**src/include/cache_config.svh**
```systemverilog
`ifndef CACHE_CONFIG_SVH
`define CACHE_CONFIG_SVH

// geometry of the 2-way cache

`define CACHE_SETS    64    // sets per way
`define CACHE_SET_W   6     // log2 of CACHE_SETS

`define CACHE_WORDS   4     // words per block
`define CACHE_OFS_W   2     // log2 of CACHE_WORDS

// tag is what is left of a 32 bit byte address
// above the set index, word offset and byte offset
`define CACHE_TAG_W   22

// data path width, one cpu word
`define CACHE_WORD_W  32

// 22 + 6 + 2 + 2 byte offset bits make the full address
// 4 words of 32 bits make a 128 bit block

`endif

```
**src/logic/cache_addr_pkg.sv**
```systemverilog
`include "cache_config.svh"

package cache_addr_pkg;

	localparam int BYTE_OFS_W = 2;                                      // byte within a word
	localparam int ADDR_W = `CACHE_TAG_W + `CACHE_SET_W + `CACHE_OFS_W + BYTE_OFS_W; // 32

	typedef logic [`CACHE_TAG_W-1:0] tag_t;                             // upper address bits
	typedef logic [`CACHE_SET_W-1:0] set_t;                             // selects one of 64 sets
	typedef logic [`CACHE_OFS_W-1:0] ofs_t;                             // word within the block

	// field order is msb first, so tag sits at [31:10]
	typedef struct packed
	{
		tag_t                  tag;                                    // [31:10]
		set_t                  set;                                    // [9:4]
		ofs_t                  ofs;                                    // [3:2]
		logic [BYTE_OFS_W-1:0] byte_ofs;                               // [1:0] ignored by the cache
	} addr_fields_s;

	// one address word seen two ways
	// raw for the memory side and the cpu, fields for the lookup
	typedef union packed
	{
		logic [ADDR_W-1:0] raw;                                        // plain byte address
		addr_fields_s      f;                                          // tag / set / offset split
	} addr_u;

endpackage

```
**src/logic/cache_line_pkg.sv**
```systemverilog
`include "cache_config.svh"

package cache_line_pkg;

	// one cpu data word
	typedef logic [`CACHE_WORD_W-1:0] word_t;

	// a block of four words
	// packed with word 0 at the low end so blk[ofs] picks a word
	// word 0 -> [31:0], word 3 -> [127:96]
	typedef word_t [`CACHE_WORDS-1:0] block_t;

	// way index
	// 0 is the first way, 1 the second
	// the lru bit per set holds a way_t too
	typedef logic way_t;

	// way of a two way cache fits in one bit
	localparam way_t WAY0 = 1'b0;                                       // first way
	localparam way_t WAY1 = 1'b1;                                       // second way

	// the storage keeps per set
	//   valid bit
	//   tag
	//   block_t data
	// the controller moves block_t from the memory side into a way
	// and word_t between the cpu and a way

	// width check helpers
	localparam int BLOCK_W = $bits(block_t);                            // 128
	localparam int WORD_W  = $bits(word_t);                             // 32

endpackage

```
**src/logic/lru_table.sv**
```systemverilog
`include "cache_config.svh"

module lru_table
	import cache_addr_pkg::*;
	import cache_line_pkg::*;
(
	input  logic Rst,                                                   // clock
	input  logic memwrite2,                                             // async reset, active high

	input  set_t set,                                                   // set being looked up or filled

	input  logic access_en,                                             // a hit or a fill happened
	input  way_t access_way,                                            // way that was touched

	output way_t victim                                                 // way to replace in this set
);

	// one bit per set
	// holds the least recently used way, 0 = first way
	logic [`CACHE_SETS-1:0] lru_q;

	// victim lookup is combinational on the set
	assign victim = lru_q[set];

	// with two ways the way not touched becomes lru
	always_ff @(posedge Rst or posedge memwrite2)
	begin
		if (memwrite2)
		begin
			lru_q <= '0;                                                // every set points at way 0
		end
		else if (access_en)
		begin
			lru_q[set] <= ~access_way;                                  // other way is now lru
		end
	end

	// hits and fills both arrive here as accesses
	// so a refilled block is never the next victim
	// a read hit on the older block flips the choice back

endmodule

```
**config.mk**
```make
export PLATFORM = sky130hd
export DESIGN_NAME = lru_table
export DESIGN_NICKNAME = d
export VERILOG_FILES = /design/src/logic/cache_addr_pkg.sv /design/src/logic/cache_line_pkg.sv /design/src/logic/lru_table.sv
export VERILOG_INCLUDE_DIRS = /design/src /design/src/include
export SDC_FILE = /design/constraint.sdc
export NUM_CORES = 1
export LEC_CHECK = 0
export BUFFER_PORTS_ARGS = -buffer_cell sky130_fd_sc_hd__buf_2
export CORE_MARGIN = 3
export CORE_UTILIZATION = 60
export DETAILED_ROUTE_END_ITERATION = 12
export PLACE_DENSITY = 0.87
export SYNTH_ARGS = -nofsm -noshare
export SYNTH_HDL_FRONTEND = slang
export SYNTH_SLANG_ARGS = --single-unit
```
**constraint.sdc**
```tcl
create_clock -name Rst -period 2.21 [get_ports Rst]
set_input_delay 0.1105 -clock Rst [delete_from_list [all_inputs] [get_ports Rst]]
set_output_delay 0.1105 -clock Rst [all_outputs]
set_load 0.02 [all_outputs]
```
==> metrics.csv <==
stage,metric,value,unit
power,swShare,28.27,%
synthesis,synth_seq_cells,64,
cts,ctsHtreeMaxLevel,3,
synthesis,yosysWarnings,0,
cts,cts_buffer_depth,2,
layout,synthToLayoutAreaGrowth,9.362,%
cts,cts_tree,built,
synthesis,synth_cells,332,
status,status,"finished, final reports clean",
layout,nets,347,
min_path,whs_path_depth,2,
route,finalWirelength,7719,um
grt,grt_max_degree,36,
cts,clk_pin_slew,0.08,ns
route,num_vias,2681,
worst_setup_path,crit_arrival,2.06,ns
floorplan,die_y,79.88,um
floorplan,start_util,62.91,%
worst_setup_path,start_kind,flop,
floorplan,ios,11,
synthesis,ys_async_sr_fraction,100.0,%
route,ant_nets,0,
layout,fin_cells,412,
layout,diodes,0,
worst_setup_path,reg2reg_depth,2,
floorplan,std_cell_rows,26,
timing,fmax,459.9,MHz
synthesis,synth_top_area_cell,dfrtp_1,
layout,final_common_cell,nor2_1,
grt,grt_pass1_wl,12610,um
route,drc_errors,0,
power,intPower,2.251,mW
power,p_total,3.138,mW
power,p_clk_share,33.0,%
power,p_sw,0.8872,mW
cts,cts_resized,0,
synthesis,synth_flop_cell,dfrtp_1,
layout,largest_reg_flops,64,
timing,tightest_slew,0.7876,ns
grt,grt_pass1_vias,2531,
timing,period_share,98.39,%
cts,numCtsBuffers,9,
synthesis,synth_area,0.003274,mm^2
synthesis,netlist_top_cells_area,"dfrtp_1, a21oi_1, nor2_1",
layout,largest-register,lru_q,
grt,gr-usage-all-layers,26.35,%
timing,fin_skew,0,ns
timing,rsz0062_at_grt,true,
synthesis,synthesis.nets,342,
timing,finalSetupViolCount,0,
layout,drive_gt1_share,16.67,%
worst_setup_path,critPathKind,flop to output port,
placement,dp_hpwl,4953,um
placement,place_inst,395,
worst_setup_path,cp_max_fo,2,
timing,min_period,2.174,ns
route,post_drt_via_cell_ratio,6.507,
run,maxCapViolations,0,
placement,portBuffers,10,
layout,largestRegisters,lru_q x64,
timing,slew_headroom,47.09,%
synthesis,syn_area_per_cell,9.863,um^2
layout,layout_common_cells,"nor2_1, a21oi_1, dfrtp_1, a31oi_1, clkbuf_8",
min_path,hp-class,input pin to flop,
grt,antenna_found_initial,0,
power,p_seq_share,49.0,%
cts,cts_sinks,64,
worst_setup_path,worst-endpoint-required,2.10,ns
route,wl_per_cell,18.74,um
worst_setup_path,cp-end-kind,output port,
cts,worst_skew_pair.late_latency,0.34,ns
timing,final_hold_viol_count,0,
route,first_iter_violations,303,
power,leakage,1.533,nW
grt,grt.overflow.total,0,
synthesis,synthDistinctLibCells,37,
synthesis,synth_edf_count,0,
synthesis,synth_top_area_share,48.91,%
cts,cts_root_buf,clkbuf_8,
power,ir_drop,0.4269,mV
synthesis,seq_area_frac_synth,48.91,%
route,firstDrtPassIters,7,
placement,place_congestion,0.8128,
floorplan,dieArea,0.006380,mm^2
cts,cts_setup_buffers,0,
power,power_frac_comb,18.1,%
floorplan,coreArea,0.005205,mm^2
timing,maxSlewViolCount,0,
floorplan,die_width,79.88,um
power,power_density,876.4,mW/mm^2
-- timing repair --
| item | 4_1_cts | 5_1_grt |
|---|---|---|
| hold buffers | 1 | 0 |
| endpoints found under the hold margin | 31 | 0 |
| setup endpoints to repair | 0 | 1 |
-- power by group through the flow --
| stage | registers, mW | logic (mW) | clock network, mW |
|---|---|---|---|
| finish | 1.54 | 0.567 | 1.03 |
| global route | 1.56 | 0.639 | 1.09 |
| CTS | 1.53 | 0.565 | 1.04 |
| detailed placement | 1.55 | 0.562 | 0 |
| global placement | 1.54 | 0.528 | 0 |
| floorplan | 1.50 | 0.460 | 0 |
-- cell families after synthesis --
logic type / Yosys count / synth area share [%]
AO/OA/AOI/OAI: 110 / 18.80
AND/OR/NAND/NOR: 110 / 16.55
flip-flops: 64 / 48.91
buffers and inverters: 27 / 4.394
multiplexers: 21 / 11.35
-- layout make-up --
cell class	instances	area, um^2
fillers	365	1624
well taps	70	87.58
multi-input cells	241	1529
clock inverters	5	55.05
inverters	1	3.754
flip-flops and latches	64	1602
repair buffers	20	152.6
clock buffers	11	151.4
-- per-stage QoR --
step                      cell area [um^2]  setup slack [ns]  hold slack (ns)  TNS [ns]  utilization [%]
after floorplan                       3274            0.5014           0.3580         0                -
after global placement                3364            0.1438           0.2546         0            64.64
after detailed placement              3364           0.08620           0.2678         0            64.64
after CTS                             3581           0.01637           0.2788         0            68.80
after global routing                  3581          -0.01171           0.3177  -0.01171            68.80
final                                 3581           0.03551           0.2889         0            68.80
-- metal layers --
layer / global-route usage, % / wire, um
met5: 0 / 0
met3: 6.095 / 514
met1: 35.96 / 3412
met2: 40.98 / 3638
met4: 10.30 / 154
-- critical path, stage by stage (launching register included) --
cell and delay [ns]:
dfrtp_1 0.40, mux4_2 0.49, a221oi_2 0.26, a21oi_1 0.08, a21oi_1 0.17, nand4_1 0.13, buf_2 0.18
-- synthesized netlist by cell type, types with 4 or more instances --
cell,n
nor2_1,73
a21oi_1,67
dfrtp_1,64
a31oi_1,32
clkbuf_1,12
mux2_2,8
buf_2,7
mux4_1,7
nand2_1,7
a22oi_1,4
buf_4,4
nor2b_1,4
-- path summary, 6_finish.rpt --
| check | endpoint | slack [ns] | from |
|---|---|---|---|
| setup / recovery | victim | 0.04 | lru_q[53]$_DFFE_PP0P_ |
| hold / removal | lru_q[2]$_DFFE_PP0P_ | 0.29 | access_way |
| setup reg to reg | lru_q[58]$_DFFE_PP0P_ | 1.47 | lru_q[58]$_DFFE_PP0P_ |
| hold reg to reg | lru_q[9]$_DFFE_PP0P_ | 0.53 | lru_q[9]$_DFFE_PP0P_ |
| max in group asynchronous | lru_q[7]$_DFFE_PP0P_ | 1.18 | memwrite2 |
| min in group asynchronous | lru_q[2]$_DFFE_PP0P_ | 0.42 | memwrite2 |
(Power assumes the default switching activity.)
