**src/include/cache_config.svh**
```systemverilog
`ifndef CACHE_CONFIG_SVH
`define CACHE_CONFIG_SVH

// geometry of the 2-way cache

`define CACHE_SETS    64    // sets per way
`define CACHE_SET_W   6     // log2 of CACHE_SETS

`define CACHE_WORDS   4     // words per block
`define CACHE_OFS_W   2     // log2 of CACHE_WORDS

// tag is what is left of a 32 bit byte address
// above the set index, word offset and byte offset
`define CACHE_TAG_W   22

// data path width, one cpu word
`define CACHE_WORD_W  32

// 22 + 6 + 2 + 2 byte offset bits make the full address
// 4 words of 32 bits make a 128 bit block

`endif

```
**src/logic/cache_addr_pkg.sv**
```systemverilog
`include "cache_config.svh"

package cache_addr_pkg;

	localparam int BYTE_OFS_W = 2;                                      // byte within a word
	localparam int ADDR_W = `CACHE_TAG_W + `CACHE_SET_W + `CACHE_OFS_W + BYTE_OFS_W; // 32

	typedef logic [`CACHE_TAG_W-1:0] tag_t;                             // upper address bits
	typedef logic [`CACHE_SET_W-1:0] set_t;                             // selects one of 64 sets
	typedef logic [`CACHE_OFS_W-1:0] ofs_t;                             // word within the block

	// field order is msb first, so tag sits at [31:10]
	typedef struct packed
	{
		tag_t                  tag;                                    // [31:10]
		set_t                  set;                                    // [9:4]
		ofs_t                  ofs;                                    // [3:2]
		logic [BYTE_OFS_W-1:0] byte_ofs;                               // [1:0] ignored by the cache
	} addr_fields_s;

	// one address word seen two ways
	// raw for the memory side and the cpu, fields for the lookup
	typedef union packed
	{
		logic [ADDR_W-1:0] raw;                                        // plain byte address
		addr_fields_s      f;                                          // tag / set / offset split
	} addr_u;

endpackage

```
**src/logic/cache_line_pkg.sv**
```systemverilog
`include "cache_config.svh"

package cache_line_pkg;

	// one cpu data word
	typedef logic [`CACHE_WORD_W-1:0] word_t;

	// a block of four words
	// packed with word 0 at the low end so blk[ofs] picks a word
	// word 0 -> [31:0], word 3 -> [127:96]
	typedef word_t [`CACHE_WORDS-1:0] block_t;

	// way index
	// 0 is the first way, 1 the second
	// the lru bit per set holds a way_t too
	typedef logic way_t;

	// way of a two way cache fits in one bit
	localparam way_t WAY0 = 1'b0;                                       // first way
	localparam way_t WAY1 = 1'b1;                                       // second way

	// the storage keeps per set
	//   valid bit
	//   tag
	//   block_t data
	// the controller moves block_t from the memory side into a way
	// and word_t between the cpu and a way

	// width check helpers
	localparam int BLOCK_W = $bits(block_t);                            // 128
	localparam int WORD_W  = $bits(word_t);                             // 32

endpackage

```
**src/logic/cache_ctrl.sv**
```systemverilog
module cache_ctrl
	import cache_addr_pkg::*;
	import cache_line_pkg::*;
(
	input  logic   Rst,                                                 // clock
	input  logic   memwrite2,                                           // async reset, active high

	// cpu side
	input  logic   cpu_read,                                            // one cycle read request
	input  logic   cpu_write,                                           // one cycle write request
	input  addr_u  cpu_addr,
	input  word_t  cpu_wdata,
	output word_t  cpu_rdata,
	output logic   cpu_hit,

	// lookup results from the ways
	input  logic   hit0,
	input  logic   hit1,
	input  block_t block0,
	input  block_t block1,
	input  way_t   victim,                                              // lru way of lru_set

	// memory side
	input  logic   fill_ready,                                          // one cycle pulse with the block
	input  block_t fill_data,
	output logic   read_miss,                                           // block fetch pending
	output logic   write_thru,                                          // word write to memory
	output addr_u  mem_addr,
	output word_t  mem_wdata,

	// way and lru control
	output logic   fill0_en,
	output logic   fill1_en,
	output logic   word0_en,
	output logic   word1_en,
	output addr_u  fill_addr,                                           // also the word write address
	output set_t   lru_set,
	output logic   lru_en,
	output way_t   lru_way
);

	typedef enum logic [1:0]
	{
		s_idle,                                                         // taking requests
		s_rd_miss,                                                      // waiting on the fill
		s_wr_miss                                                       // waiting on the fill, then merge
	} state_t;

	state_t state;
	addr_u  addr_q;                                                     // request address
	word_t  wdata_q;                                                    // request write data

	logic   idle_rdy;                                                   // no miss and no write_thru
	logic   accept;                                                     // request taken this cycle
	logic   wr_hit;
	logic   fill_now;                                                   // fill edge of a miss
	logic   merge_now;                                                  // fill edge of a write miss
	block_t hit_block;

	assign idle_rdy = (state == s_idle) && !write_thru;
	assign accept   = idle_rdy && (cpu_read || cpu_write);              // stalled cpu is ignored
	assign wr_hit   = accept && cpu_write && cpu_hit;
	assign fill_now  = read_miss && fill_ready;
	assign merge_now = fill_now && (state == s_wr_miss);

	// hit merge and word select
	assign cpu_hit   = hit0 || hit1;
	assign hit_block = hit0 ? block0 : block1;

	// requested word of the hit block
	assign cpu_rdata = hit_block[cpu_addr.f.ofs];

	// the captured request drives the ways while a miss is open
	assign fill_addr = read_miss ? addr_q : cpu_addr;
	assign lru_set   = fill_addr.f.set;

	assign mem_addr  = addr_q;
	assign mem_wdata = idle_rdy ? cpu_wdata : wdata_q;                  // live only for the hit write

	// fill goes to the lru way
	assign fill0_en = fill_now && (victim == WAY0);
	assign fill1_en = fill_now && (victim == WAY1);
	assign word0_en = (wr_hit && hit0) || (merge_now && (victim == WAY0));
	assign word1_en = (wr_hit && hit1) || (merge_now && (victim == WAY1));

	// hits and fills both touch the lru
	assign lru_en  = (accept && cpu_hit) || fill_now;
	assign lru_way = fill_now ? victim : (hit1 ? WAY1 : WAY0);

	always_ff @(posedge Rst or posedge memwrite2)
	begin
		if (memwrite2)
		begin
			state      <= s_idle;
			read_miss  <= 1'b0;
			write_thru <= 1'b0;
		end
		else
		begin
			case (state)
				s_idle:
				begin
					write_thru <= 1'b0;                                 // write hit pulse is one cycle
					if (accept && cpu_write)
					begin
						write_thru <= 1'b1;                             // every write goes through
						if (!cpu_hit)
						begin
							state     <= s_wr_miss;                     // write allocate
							read_miss <= 1'b1;
						end
					end
					else if (accept && !cpu_hit)
					begin
						state     <= s_rd_miss;
						read_miss <= 1'b1;
					end
				end
				default:
				begin
					if (fill_ready)
					begin
						state      <= s_idle;                           // block is in, cpu retries
						read_miss  <= 1'b0;
						write_thru <= 1'b0;
					end
				end
			endcase
		end
	end

	// request payload
	always_ff @(posedge Rst)
	begin
		if (accept)
		begin
			addr_q  <= cpu_addr;
			wdata_q <= cpu_wdata;
		end
	end

endmodule

```
**config.mk**
```make
export PLATFORM = sky130hd
export DESIGN_NAME = cache_ctrl
export DESIGN_NICKNAME = d
export VERILOG_FILES = /design/src/logic/cache_addr_pkg.sv /design/src/logic/cache_line_pkg.sv /design/src/logic/cache_ctrl.sv
export VERILOG_INCLUDE_DIRS = /design/src /design/src/include
export SDC_FILE = /design/constraint.sdc
export NUM_CORES = 1
export LEC_CHECK = 0
export BUFFER_PORTS_ARGS = -buffer_cell sky130_fd_sc_hd__buf_2
export CORE_AREA = 5 5 232 234
export CTS_BUF_LIST = sky130_fd_sc_hd__clkbuf_16
export DETAILED_ROUTE_END_ITERATION = 10
export DIE_AREA = 0 0 237 239
export GPL_ROUTABILITY_DRIVEN = 0
export PLACE_DENSITY = 0.41
export RECOVER_POWER = 25
export SLEW_MARGIN = 20
export SYNTH_ARGS = -nofsm -noshare
export SYNTH_HDL_FRONTEND = slang
export SYNTH_SLANG_ARGS = --single-unit
```
**constraint.sdc**
```tcl
create_clock -name Rst -period 5.2 [get_ports Rst]
set_clock_uncertainty 0.15 [all_clocks]
set_input_delay 0.78 -clock Rst [delete_from_list [all_inputs] [get_ports Rst]]
set_output_delay 0.78 -clock Rst [all_outputs]
set_load 0.02 [all_outputs]
```
==> results of run 1 <==
-- area by class of cell --
| cell class | count | area [sq um] |
|---|---|---|
| sequential | 68 | 2020 |
| tap | 688 | 861 |
| timing repair buffer | 475 | 2380 |
| clock buffer | 9 | 225 |
| inverter | 4 | 15.0 |
| clock inverter | 7 | 67.6 |
| multi-input combinational | 185 | 2720 |
| fill | 5801 | 43500 |
-- flip-flops by register name (all words and copies together), names as in the netlist --
signal      flops
mem_addr       32
write_thru      1
wdata_q        32
state           2
read_miss       1
-- cell families after synthesis --
logic type             count (synthesis)  share of synthesized area (%)
AOI/OAI and AO/OA                      8                           1.18
and+or+nand+nor                       16                           1.95
buffers and inverters                 37                           5.43
muxes                                161                           51.0
DFF                                   68                           40.4
-- worst max-delay path, delay by kind of cell --
kind                   cells  cell delay, ps
buffers and inverters      2            1830
multiplexers               1             520
-- cells in the final DEF, fill, tap and decap left out, types with 2 or more instances in the layout --
| master | instances |
|---|---|
| dfrtp_1 | 3 |
| nor2_1 | 4 |
| buf_2 | 438 |
| mux4_2 | 59 |
| edfxtp_1 | 64 |
| nand4bb_1 | 2 |
| buf_12 | 2 |
| mux4_1 | 5 |
| clkinvlp_4 | 2 |
| clkinv_2 | 2 |
| nand2b_1 | 4 |
| buf_4 | 4 |
| o41ai_1 | 2 |
| clkbuf_16 | 9 |
| inv_1 | 5 |
| mux2_2 | 70 |
| a21oi_1 | 2 |
| mux2_1 | 26 |
| clkbuf_1 | 30 |
-- per-stage QoR --
stage / utilization [%] / worst slack (ps) / area, sq um
after floorplan: - / 702 / 5000
after global placement: 15.5 / 1580 / 8030
after detailed placement: 15.5 / 1590 / 8030
after CTS: 16.1 / 1590 / 8330
after global routing: 16.0 / 833 / 8290
final: 16.0 / 1130 / 8290
-- power groups by stage --
stage	Combinational, uW	Sequential (uW)	Clock (uW)
6_report	1080	775	623
5_1_grt	1160	790	679
4_1_cts	1120	779	664
3_5_place_dp	1110	790	0
3_3_place_gp	1110	786	0
2_1_floorplan	685	787	0
-- layer usage --
metal	vias up	wire [microns]	track usage, %
met5	-	7	0
li1	2147	-	-
met2	325	11800	13.6
met1	2253	8900	8.84
met3	30	2290	2.75
met4	2	838	3.43
-- worst paths after layout --
kind                         startpoint            to  slack [ps]
setup / recovery            cpu_addr[3]  cpu_rdata[2]        1130
hold / removal                memwrite2      state[0]         150
setup reg to reg             write_thru   wdata_q[12]        2240
hold reg to reg                state[0]      state[1]         460
max in group asynchronous     memwrite2     read_miss        4570
min in group Rst           cpu_addr[26]  mem_addr[26]         460
==> out/summary.txt, run 1 <==
Sink Count = 68
Worst Path Max Fanout = 34
Final Cycle Share = 78.2%
Synth Net Count = 746
Sequential area share after synthesis = 40.4%
Non-filler cells in the finished layout = 1,436
Core Region = 51,800 sq um
Number of synthesized flops with an enable pin = 64
RSZ-0062 raised after global routing = no
Std-Cell Rows = 84
Relative slew slack = -56.3%
First-pass GRT wire length = 33,500 microns
Post-DP HPWL = 20,400 microns
CP peak stage delay = 1640 ps
Via density = 3.31
Reg power frac = 31.2%
Top-count cell post-synth = mux2_2
Flops & latches, synth = 68
Post-DRT Antenna Nets = 0
Iter 0 DRT Violations = 141
Tmin final = 4070 ps
Switching share of power = 37.8%
I/O pins = 599
CP max stage cell = clkbuf_1
Global Route Usage Sum = 7.89%
Primary FF master, synth = edfxtp_1
Layout cells sized above 1 = 79.0%
Max-slew violations = 35
Net switching power = 939 uW
Crit Path Category = in -> out
Ys async rst share = 5.88%
Final setup violation count = 0
Initial DRT Pass Iterations = 4
Critical Path End Type = output port
Mean Syn Cell Area = 17.2 sq um
Drt wl/cell = 16.6 microns
Pin count of the biggest net entering global routing = 44
Slew @ Worst Pin = 2340 ps
Yosys top cell by area = edfxtp_1
Area grow syn2layout = 65.7%
DIE AREA = 56,600 sq um
Synth area leaders = edfxtp_1 38%, mux4_2 27%, mux2_2 16%, mux2_1 5.9%, mux4_1 2.6%
Maximum clock path buffer count = 2
Max-cap viol count = 1
Distinct cell type count after synthesis = 28
Leading cell types by count after synthesis = 70 x mux2_2, 64 x edfxtp_1, 59 x mux4_2
Failing checks = max-capacitance violations, max-slew violations
DRC viols = 0
Port bufs = 470
Total congestion overflow = 0
Clk pin slew, worst setup/hold paths = 70 ps
Cells along the critical path = clkbuf_1 > mux2_2 > buf_2
Pwr Total = 2480 uW
Int Pwr = 1540 uW
Antenna violations before repair = 3
Chip Width = 237 microns
Starting density of the core = 9.65%
CTS tree = built
Synth Instances = 290
Post-synth top area share = 38.4%
WP data required = 4270 ps
Placed cell count = 1,420
Routed WL = 23,800 microns
Clk root buf = clkbuf_16
Lkg Pwr = 0.00351 uW
Status = finished with violations
Synthesized cell area = 5000 sq um
Number of buffers created by CTS = 9
Hold_buf cts = 0
Peak supply drop = 116 uV
Vias in the first global route = 5,273
CP Launch Type = input port
Max frequency = 246 MHz
CP arrival = 3140 ps
Depth of the worst register-to-register path = 3
Post-CTS sizing = 0
Combinational group share of total power = 43.7%
Hold Crit Class = in -> async
Vias = 4,757
Postcts setup bufs = 0
Setup_tns = 0 ps
Diodes inserted = 0
H-Tree Depth = 3
Synthesis warning total = 0
Nets = 1,199
Die H = 239 microns
Clock share of power = 25.1%
Final Hold Fails = 0
Clock latency on the worst-skew pair = 360 ps
Pwr dens = 299 nW/um^2
Hold slack = 151 ps
(Power assumes the default switching activity.)
==> run 2: changes to the inputs <==
==> constraint.sdc (replaced) <==
create_clock -name Rst -period 4.05 [get_ports Rst]
set_clock_uncertainty 0.15 [all_clocks]
set_input_delay 0.6075 -clock Rst [delete_from_list [all_inputs] [get_ports Rst]]
set_output_delay 0.6075 -clock Rst [all_outputs]
set_load 0.02 [all_outputs]
==> out/summary.txt, run 2 (synthesis gave the netlist of run 1 again) <==
CP Launch Type = register (was input port)
WP data required = 3290 ps (was 4270 ps)
GR Util met2 = 13.7% (was 13.6%)
Crit Path Category = reg -> out (was in -> out)
Via density = 3.27 (was 3.31)
Worst Path Max Fanout = 36 (was 34)
Most frequent cells in the layout = 437 x buf_2, 70 x mux2_2, 64 x edfxtp_1 (was 438 x buf_2, 70 x mux2_2, 64 x edfxtp_1)
Clock latency on the worst-skew pair = 350 ps (was 360 ps)
Std-Cell Rows = 84 (unchanged)
Final setup violation count = 0 (unchanged)
Number of buffers created by CTS = 9 (unchanged)
Iter 0 DRT Violations = 128 (was 141)
Global-route track usage on met1 = 8.59% (was 8.84%)
Critical Path End Type = output port (unchanged)
Setup_tns = 0 ps (unchanged)
Peak supply drop = 166 uV (was 116 uV)
Commonest non-fill, non-tap cell in the layout = buf_2 (unchanged)
Status = finished, final reports clean (was finished with violations)
Antenna violations before repair = 4 (was 3)
Total congestion overflow = 0 (unchanged)
Layout cells sized above 1 = 78.9% (was 79.0%)
Postcts setup bufs = 0 (unchanged)
Routed WL = 23,400 microns (was 23,800 microns)
Hold Crit Class = in -> reg (was in -> async)
Clk root buf = clkbuf_16 (unchanged)
Lkg Pwr = 0.00353 uW (was 0.00351 uW)
Clk pin slew, worst setup/hold paths = 70 ps (about the same)
Port bufs = 470 (unchanged)
Max-cap viol count = 0 (was 1)
Met3 GRT Util = 2.96% (was 2.75%)
Pwr Total = 3270 uW (was 2480 uW)
Max-slew violations = 0 (was 35)
Area grow syn2layout = 67.1% (was 65.7%)
Sink Count = 68 (unchanged)
Post-DP HPWL = 20,300 microns (was 20,400 microns)
Vias in the first global route = 5,254 (was 5,273)
Post-CTS sizing = 0 (unchanged)
Final Cycle Share = 77.6%
Relative slew slack = 36.7% (was -56.3%)
Starting density of the core = 9.65% (unchanged)
CP arrival = 2390 ps (was 3140 ps)
Non-filler cells in the finished layout = 1,438 (was 1,436)
Vias = 4,697 (was 4,757)
Chip Width = 237 microns (unchanged)
Pin count of the biggest net entering global routing = 67 (was 44)
CTS tree = built (unchanged)
RSZ-0062 raised after global routing = no (unchanged)
DRC viols = 0 (unchanged)
Tmin final = 3140 ps
Nets = 1,200 (was 1,199)
Final Hold Fails = 0 (unchanged)
First-pass GRT wire length = 33,100 microns (was 33,500 microns)
Post-DRT Antenna Nets = 0 (unchanged)
Drt wl/cell = 16.3 microns (was 16.6 microns)
Pwr dens = 391 nW/um^2 (was 299 nW/um^2)
Placed cell count = 1,420 (unchanged)
Core Region = 51,800 sq um (unchanged)
Initial DRT Pass Iterations = 4 (unchanged)
Die H = 239 microns (unchanged)
H-Tree Depth = 3 (unchanged)
Global Route Usage Sum = 7.77% (was 7.89%)
Slew @ Worst Pin = 950 ps (was 2340 ps)
Maximum clock path buffer count = 2 (unchanged)
DIE AREA = 56,600 sq um (unchanged)
GRT Max-Usage Layer = met2 (unchanged)
Max frequency = 318 MHz
I/O pins = 599 (unchanged)
run 2: critical path: stages (launching register included):
cell	delay [ps]
dfrtp_1	450
or3_2	900
mux2_1	490
buf_2	170
run 2: area by class of cell:
class / count / area [sq um]
flip-flops and latches: 68 / 2020
inverters: 4 / 15.0
clock buffers: 9 / 225
multi-input cells: 185 / 2720
repair buffers: 476 / 2410
diodes: 1 / 2.50
well taps: 688 / 861
fillers: 5778 / 43500
clock inverters: 7 / 98.8
run 2: power breakdown:
| part | switching, uW | internal [uW] |
|---|---|---|
| Sequential | 94.1 | 894 |
| Clock | 341 | 542 |
| Combinational | 781 | 613 |
| Total | 1220 | 2050 |
run 2: timing repair:
action / in CTS / in global routing
hold buffers: 1 / 0
setup endpoints to repair: 0 / 0
hold endpoints to repair: 4 / 0
run 2: stage by stage:
| step | util [%] | setup WS (ps) | hold WS [ps] | cell area [sq um] |
|---|---|---|---|---|
| 2_1_floorplan | - | 622 | 224 | 5000 |
| 4_1_cts | 16.2 | 831 | 257 | 8390 |
| 6_report | 16.1 | 905 | 287 | 8350 |
| 3_3_place_gp | 15.6 | 933 | 370 | 8060 |
| 3_5_place_dp | 15.6 | 933 | 375 | 8060 |
| 5_1_grt | 16.1 | 764 | 267 | 8350 |
run 2: layer usage:
layer | routed length [microns] | up-vias
met3 | 2400 | 23
met2 | 11800 | 327
met4 | 490 | 4
met1 | 8700 | 2191
met5 | 24 | -
li1 | - | 2152
run 2: worst paths after layout:
kind                              start  slack (ps)  depth (start not counted)             to
min in group asynchronous     memwrite2         550                          3       state[1]
max                            state[0]         910                          3  mem_wdata[13]
max reg2reg                    state[0]        1550                          3     wdata_q[1]
min reg2reg                    state[0]         460                          1       state[1]
min                        cpu_addr[30]         290                          1   mem_addr[30]
max in group asynchronous     memwrite2        3030                          3      read_miss
==> run 3: changes to the inputs <==
--- a/config.mk
+++ b/config.mk
@@ -7,12 +7,12 @@
 export NUM_CORES = 1
 export LEC_CHECK = 0
 export BUFFER_PORTS_ARGS = -buffer_cell sky130_fd_sc_hd__buf_2
-export CORE_AREA = 5 5 232 234
+export CORE_AREA = 5 5 229 231
 export CTS_BUF_LIST = sky130_fd_sc_hd__clkbuf_16
 export DETAILED_ROUTE_END_ITERATION = 10
-export DIE_AREA = 0 0 237 239
+export DIE_AREA = 0 0 234 236
 export GPL_ROUTABILITY_DRIVEN = 0
-export PLACE_DENSITY = 0.41
+export PLACE_DENSITY = 0.42
 export RECOVER_POWER = 25
 export SLEW_MARGIN = 20
 export SYNTH_ARGS = -nofsm -noshare
==> constraint.sdc (replaced) <==
create_clock -name Rst -period 2.7 [get_ports Rst]
set_clock_uncertainty 0.15 [all_clocks]
set_input_delay 0.405 -clock Rst [delete_from_list [all_inputs] [get_ports Rst]]
set_output_delay 0.405 -clock Rst [all_outputs]
set_load 0.02 [all_outputs]
==> out/summary.txt, run 3 (synthesis gave the netlist of run 1 again) <==
Non-filler cells in the finished layout = 1,434 (was 1,438)
Nets = 1,210 (was 1,200)
CTS tree = built (unchanged)
RSZ-0062 raised after global routing = no (unchanged)
Drt wl/cell = 16.4 microns (was 16.3 microns)
Total congestion overflow = 0 (unchanged)
Routed WL = 23,600 microns (was 23,400 microns)
Worst Path Max Fanout = 24 (was 36)
Worst Setup Slack, final = 80.5 ps (was 905 ps)
Pre-CTS setup slack = 91.5 ps (was 933 ps)
Post-DRT Antenna Nets = 0 (unchanged)
H-Tree Depth = 3 (unchanged)
Reg power frac = 29.5% (was 30.3%)
Core Region = 49,900 sq um (was 51,800 sq um)
Crit Path Category = reg -> out (unchanged)
Sink Count = 68 (unchanged)
Area grow syn2layout = 69.0% (was 67.1%)
Via density = 3.37 (was 3.27)
Critical Path End Type = output port (unchanged)
Final setup violation count = 0 (unchanged)
Max-slew violations = 0 (unchanged)
Int Pwr = 3100 uW (was 2050 uW)
Clk root buf = clkbuf_16 (unchanged)
WP data required = 2140 ps (was 3290 ps)
Cells along the critical path = or3_2 > buf_6 > mux2_1 > buf_2 (was or3_2 > mux2_1 > buf_2)
Clock share of power = 25.7% (was 27.0%)
Tmin final = 2620 ps
Max-cap viol count = 0 (unchanged)
DRC viols = 0 (unchanged)
CP max stage cell = or3_2 (unchanged)
Hold slack = 96.2 ps (was 287 ps)
Final Cycle Share = 97.0%
Clk pin slew, worst setup/hold paths = 60 ps (was 70 ps)
Vias = 4,839 (was 4,697)
Combinational group share of total power = 44.7% (was 42.7%)
Die H = 236 microns (was 239 microns)
Peak supply drop = 225 uV (was 166 uV)
Slew @ Worst Pin = 811 ps (was 950 ps)
DIE AREA = 55,200 sq um (was 56,600 sq um)
Initial DRT Pass Iterations = 4 (unchanged)
Starting density of the core = 10.0% (was 9.65%)
I/O pins = 599 (unchanged)
Postcts setup bufs = 0 (unchanged)
Iter 0 DRT Violations = 117 (was 128)
Clock latency on the worst-skew pair = 340 ps (was 350 ps)
Switching share of power = 36.3% (was 37.2%)
Port bufs = 470 (unchanged)
Fill count = 5,591 (was 5,778)
First-pass GRT wire length = 33,200 microns (was 33,100 microns)
Most frequent cells in the layout = 438 x buf_2, 70 x mux2_2, 64 x edfxtp_1 (was 437 x buf_2, 70 x mux2_2, 64 x edfxtp_1)
Net switching power = 1770 uW (was 1220 uW)
Pwr Total = 4870 uW (was 3270 uW)
Vias in the first global route = 5,390 (was 5,254)
CP arrival = 2060 ps (was 2390 ps)
Status = finished, final reports clean (unchanged)
Hold Crit Class = in -> reg (unchanged)
Layout cells sized above 1 = 79.2% (was 78.9%)
Final Hold Fails = 0 (unchanged)
Pin count of the biggest net entering global routing = 65 (was 67)
Setup_tns = 0 ps (unchanged)
Post-DP HPWL = 20,600 microns (was 20,300 microns)
Maximum clock path buffer count = 2 (unchanged)
Antenna violations before repair = 7 (was 4)
Std-Cell Rows = 82 (was 84)
Pwr dens = 577 nW/um^2 (was 391 nW/um^2)
CP Launch Type = register (unchanged)
Commonest non-fill, non-tap cell in the layout = buf_2 (unchanged)
Placed cell count = 1,414 (was 1,420)
Lkg Pwr = 0.00360 uW (was 0.00353 uW)
CP peak stage delay = 490 ps (was 900 ps)
Number of buffers created by CTS = 9 (unchanged)
Max frequency = 382 MHz
Chip Width = 234 microns (was 237 microns)
Global Route Usage Sum = 8.02% (was 7.77%)
Relative slew slack = 45.9% (was 36.7%)
run 3: per-layer routing:
layer	share of wire [%]	routed length [microns]	GRT usage, %
met1	37	8810	8.93
met2	49	11600	14.2
met3	10	2410	2.66
met4	2.8	654	2.87
met5	0.11	27	0
run 3: layout make-up:
class	instances	area, sq um	share of cell area [%]
Antenna cell	3	7.51	0.0888
Sequential cell	68	2020	24.0
Timing Repair Buffer	486	2530	30.0
Clock buffer	9	225	2.66
Clock inverter	7	83.8	0.992
Tap cell	672	841	9.95
Multi-Input combinational cell	185	2720	32.2
Inverter	4	15.0	0.178
run 3: stage by stage:
stage                     cell area [sq um]  utilization, %
final                                  8450            17.0
after global routing                   8450            16.9
after CTS                              8480            17.0
after detailed placement               8150            16.3
after global placement                 8150            16.3
after floorplan                        5010               -
run 3: final timing paths:
check / startpoint / to / slack [ps] / cells past startpoint
max in group asynchronous: memwrite2 / state[0] / 1840 / 3
hold / removal: cpu_wdata[30] / wdata_q[30] / 100 / 1
setup / recovery: state[0] / mem_wdata[14] / 80 / 4
setup reg to reg: state[0] / wdata_q[7] / 510 / 4
min in group asynchronous: memwrite2 / write_thru / 390 / 3
hold reg to reg: state[0] / state[1] / 410 / 1
run 3: critical path, delay by kind of cell (launching register included):
family        cells  cell delay (ps)
simple gates      1              490
flops             1              450
buf+inv           2              390
mux               1              380
run 3: power by group through the flow:
stage	logic (uW)	registers (uW)	clock network, uW
final	2180	1440	1250
after floorplan	1320	1500	0
after global routing	2340	1460	1370
after CTS	2240	1440	1340
after global placement	2230	1460	0
after detailed placement	2230	1460	0
run 3: repair_timing:
action	4_1_cts	5_1_grt
endpoints found under the setup margin	5	3
hold buffers	1	0
resized for setup	2	2
endpoints found under the hold margin	4	0
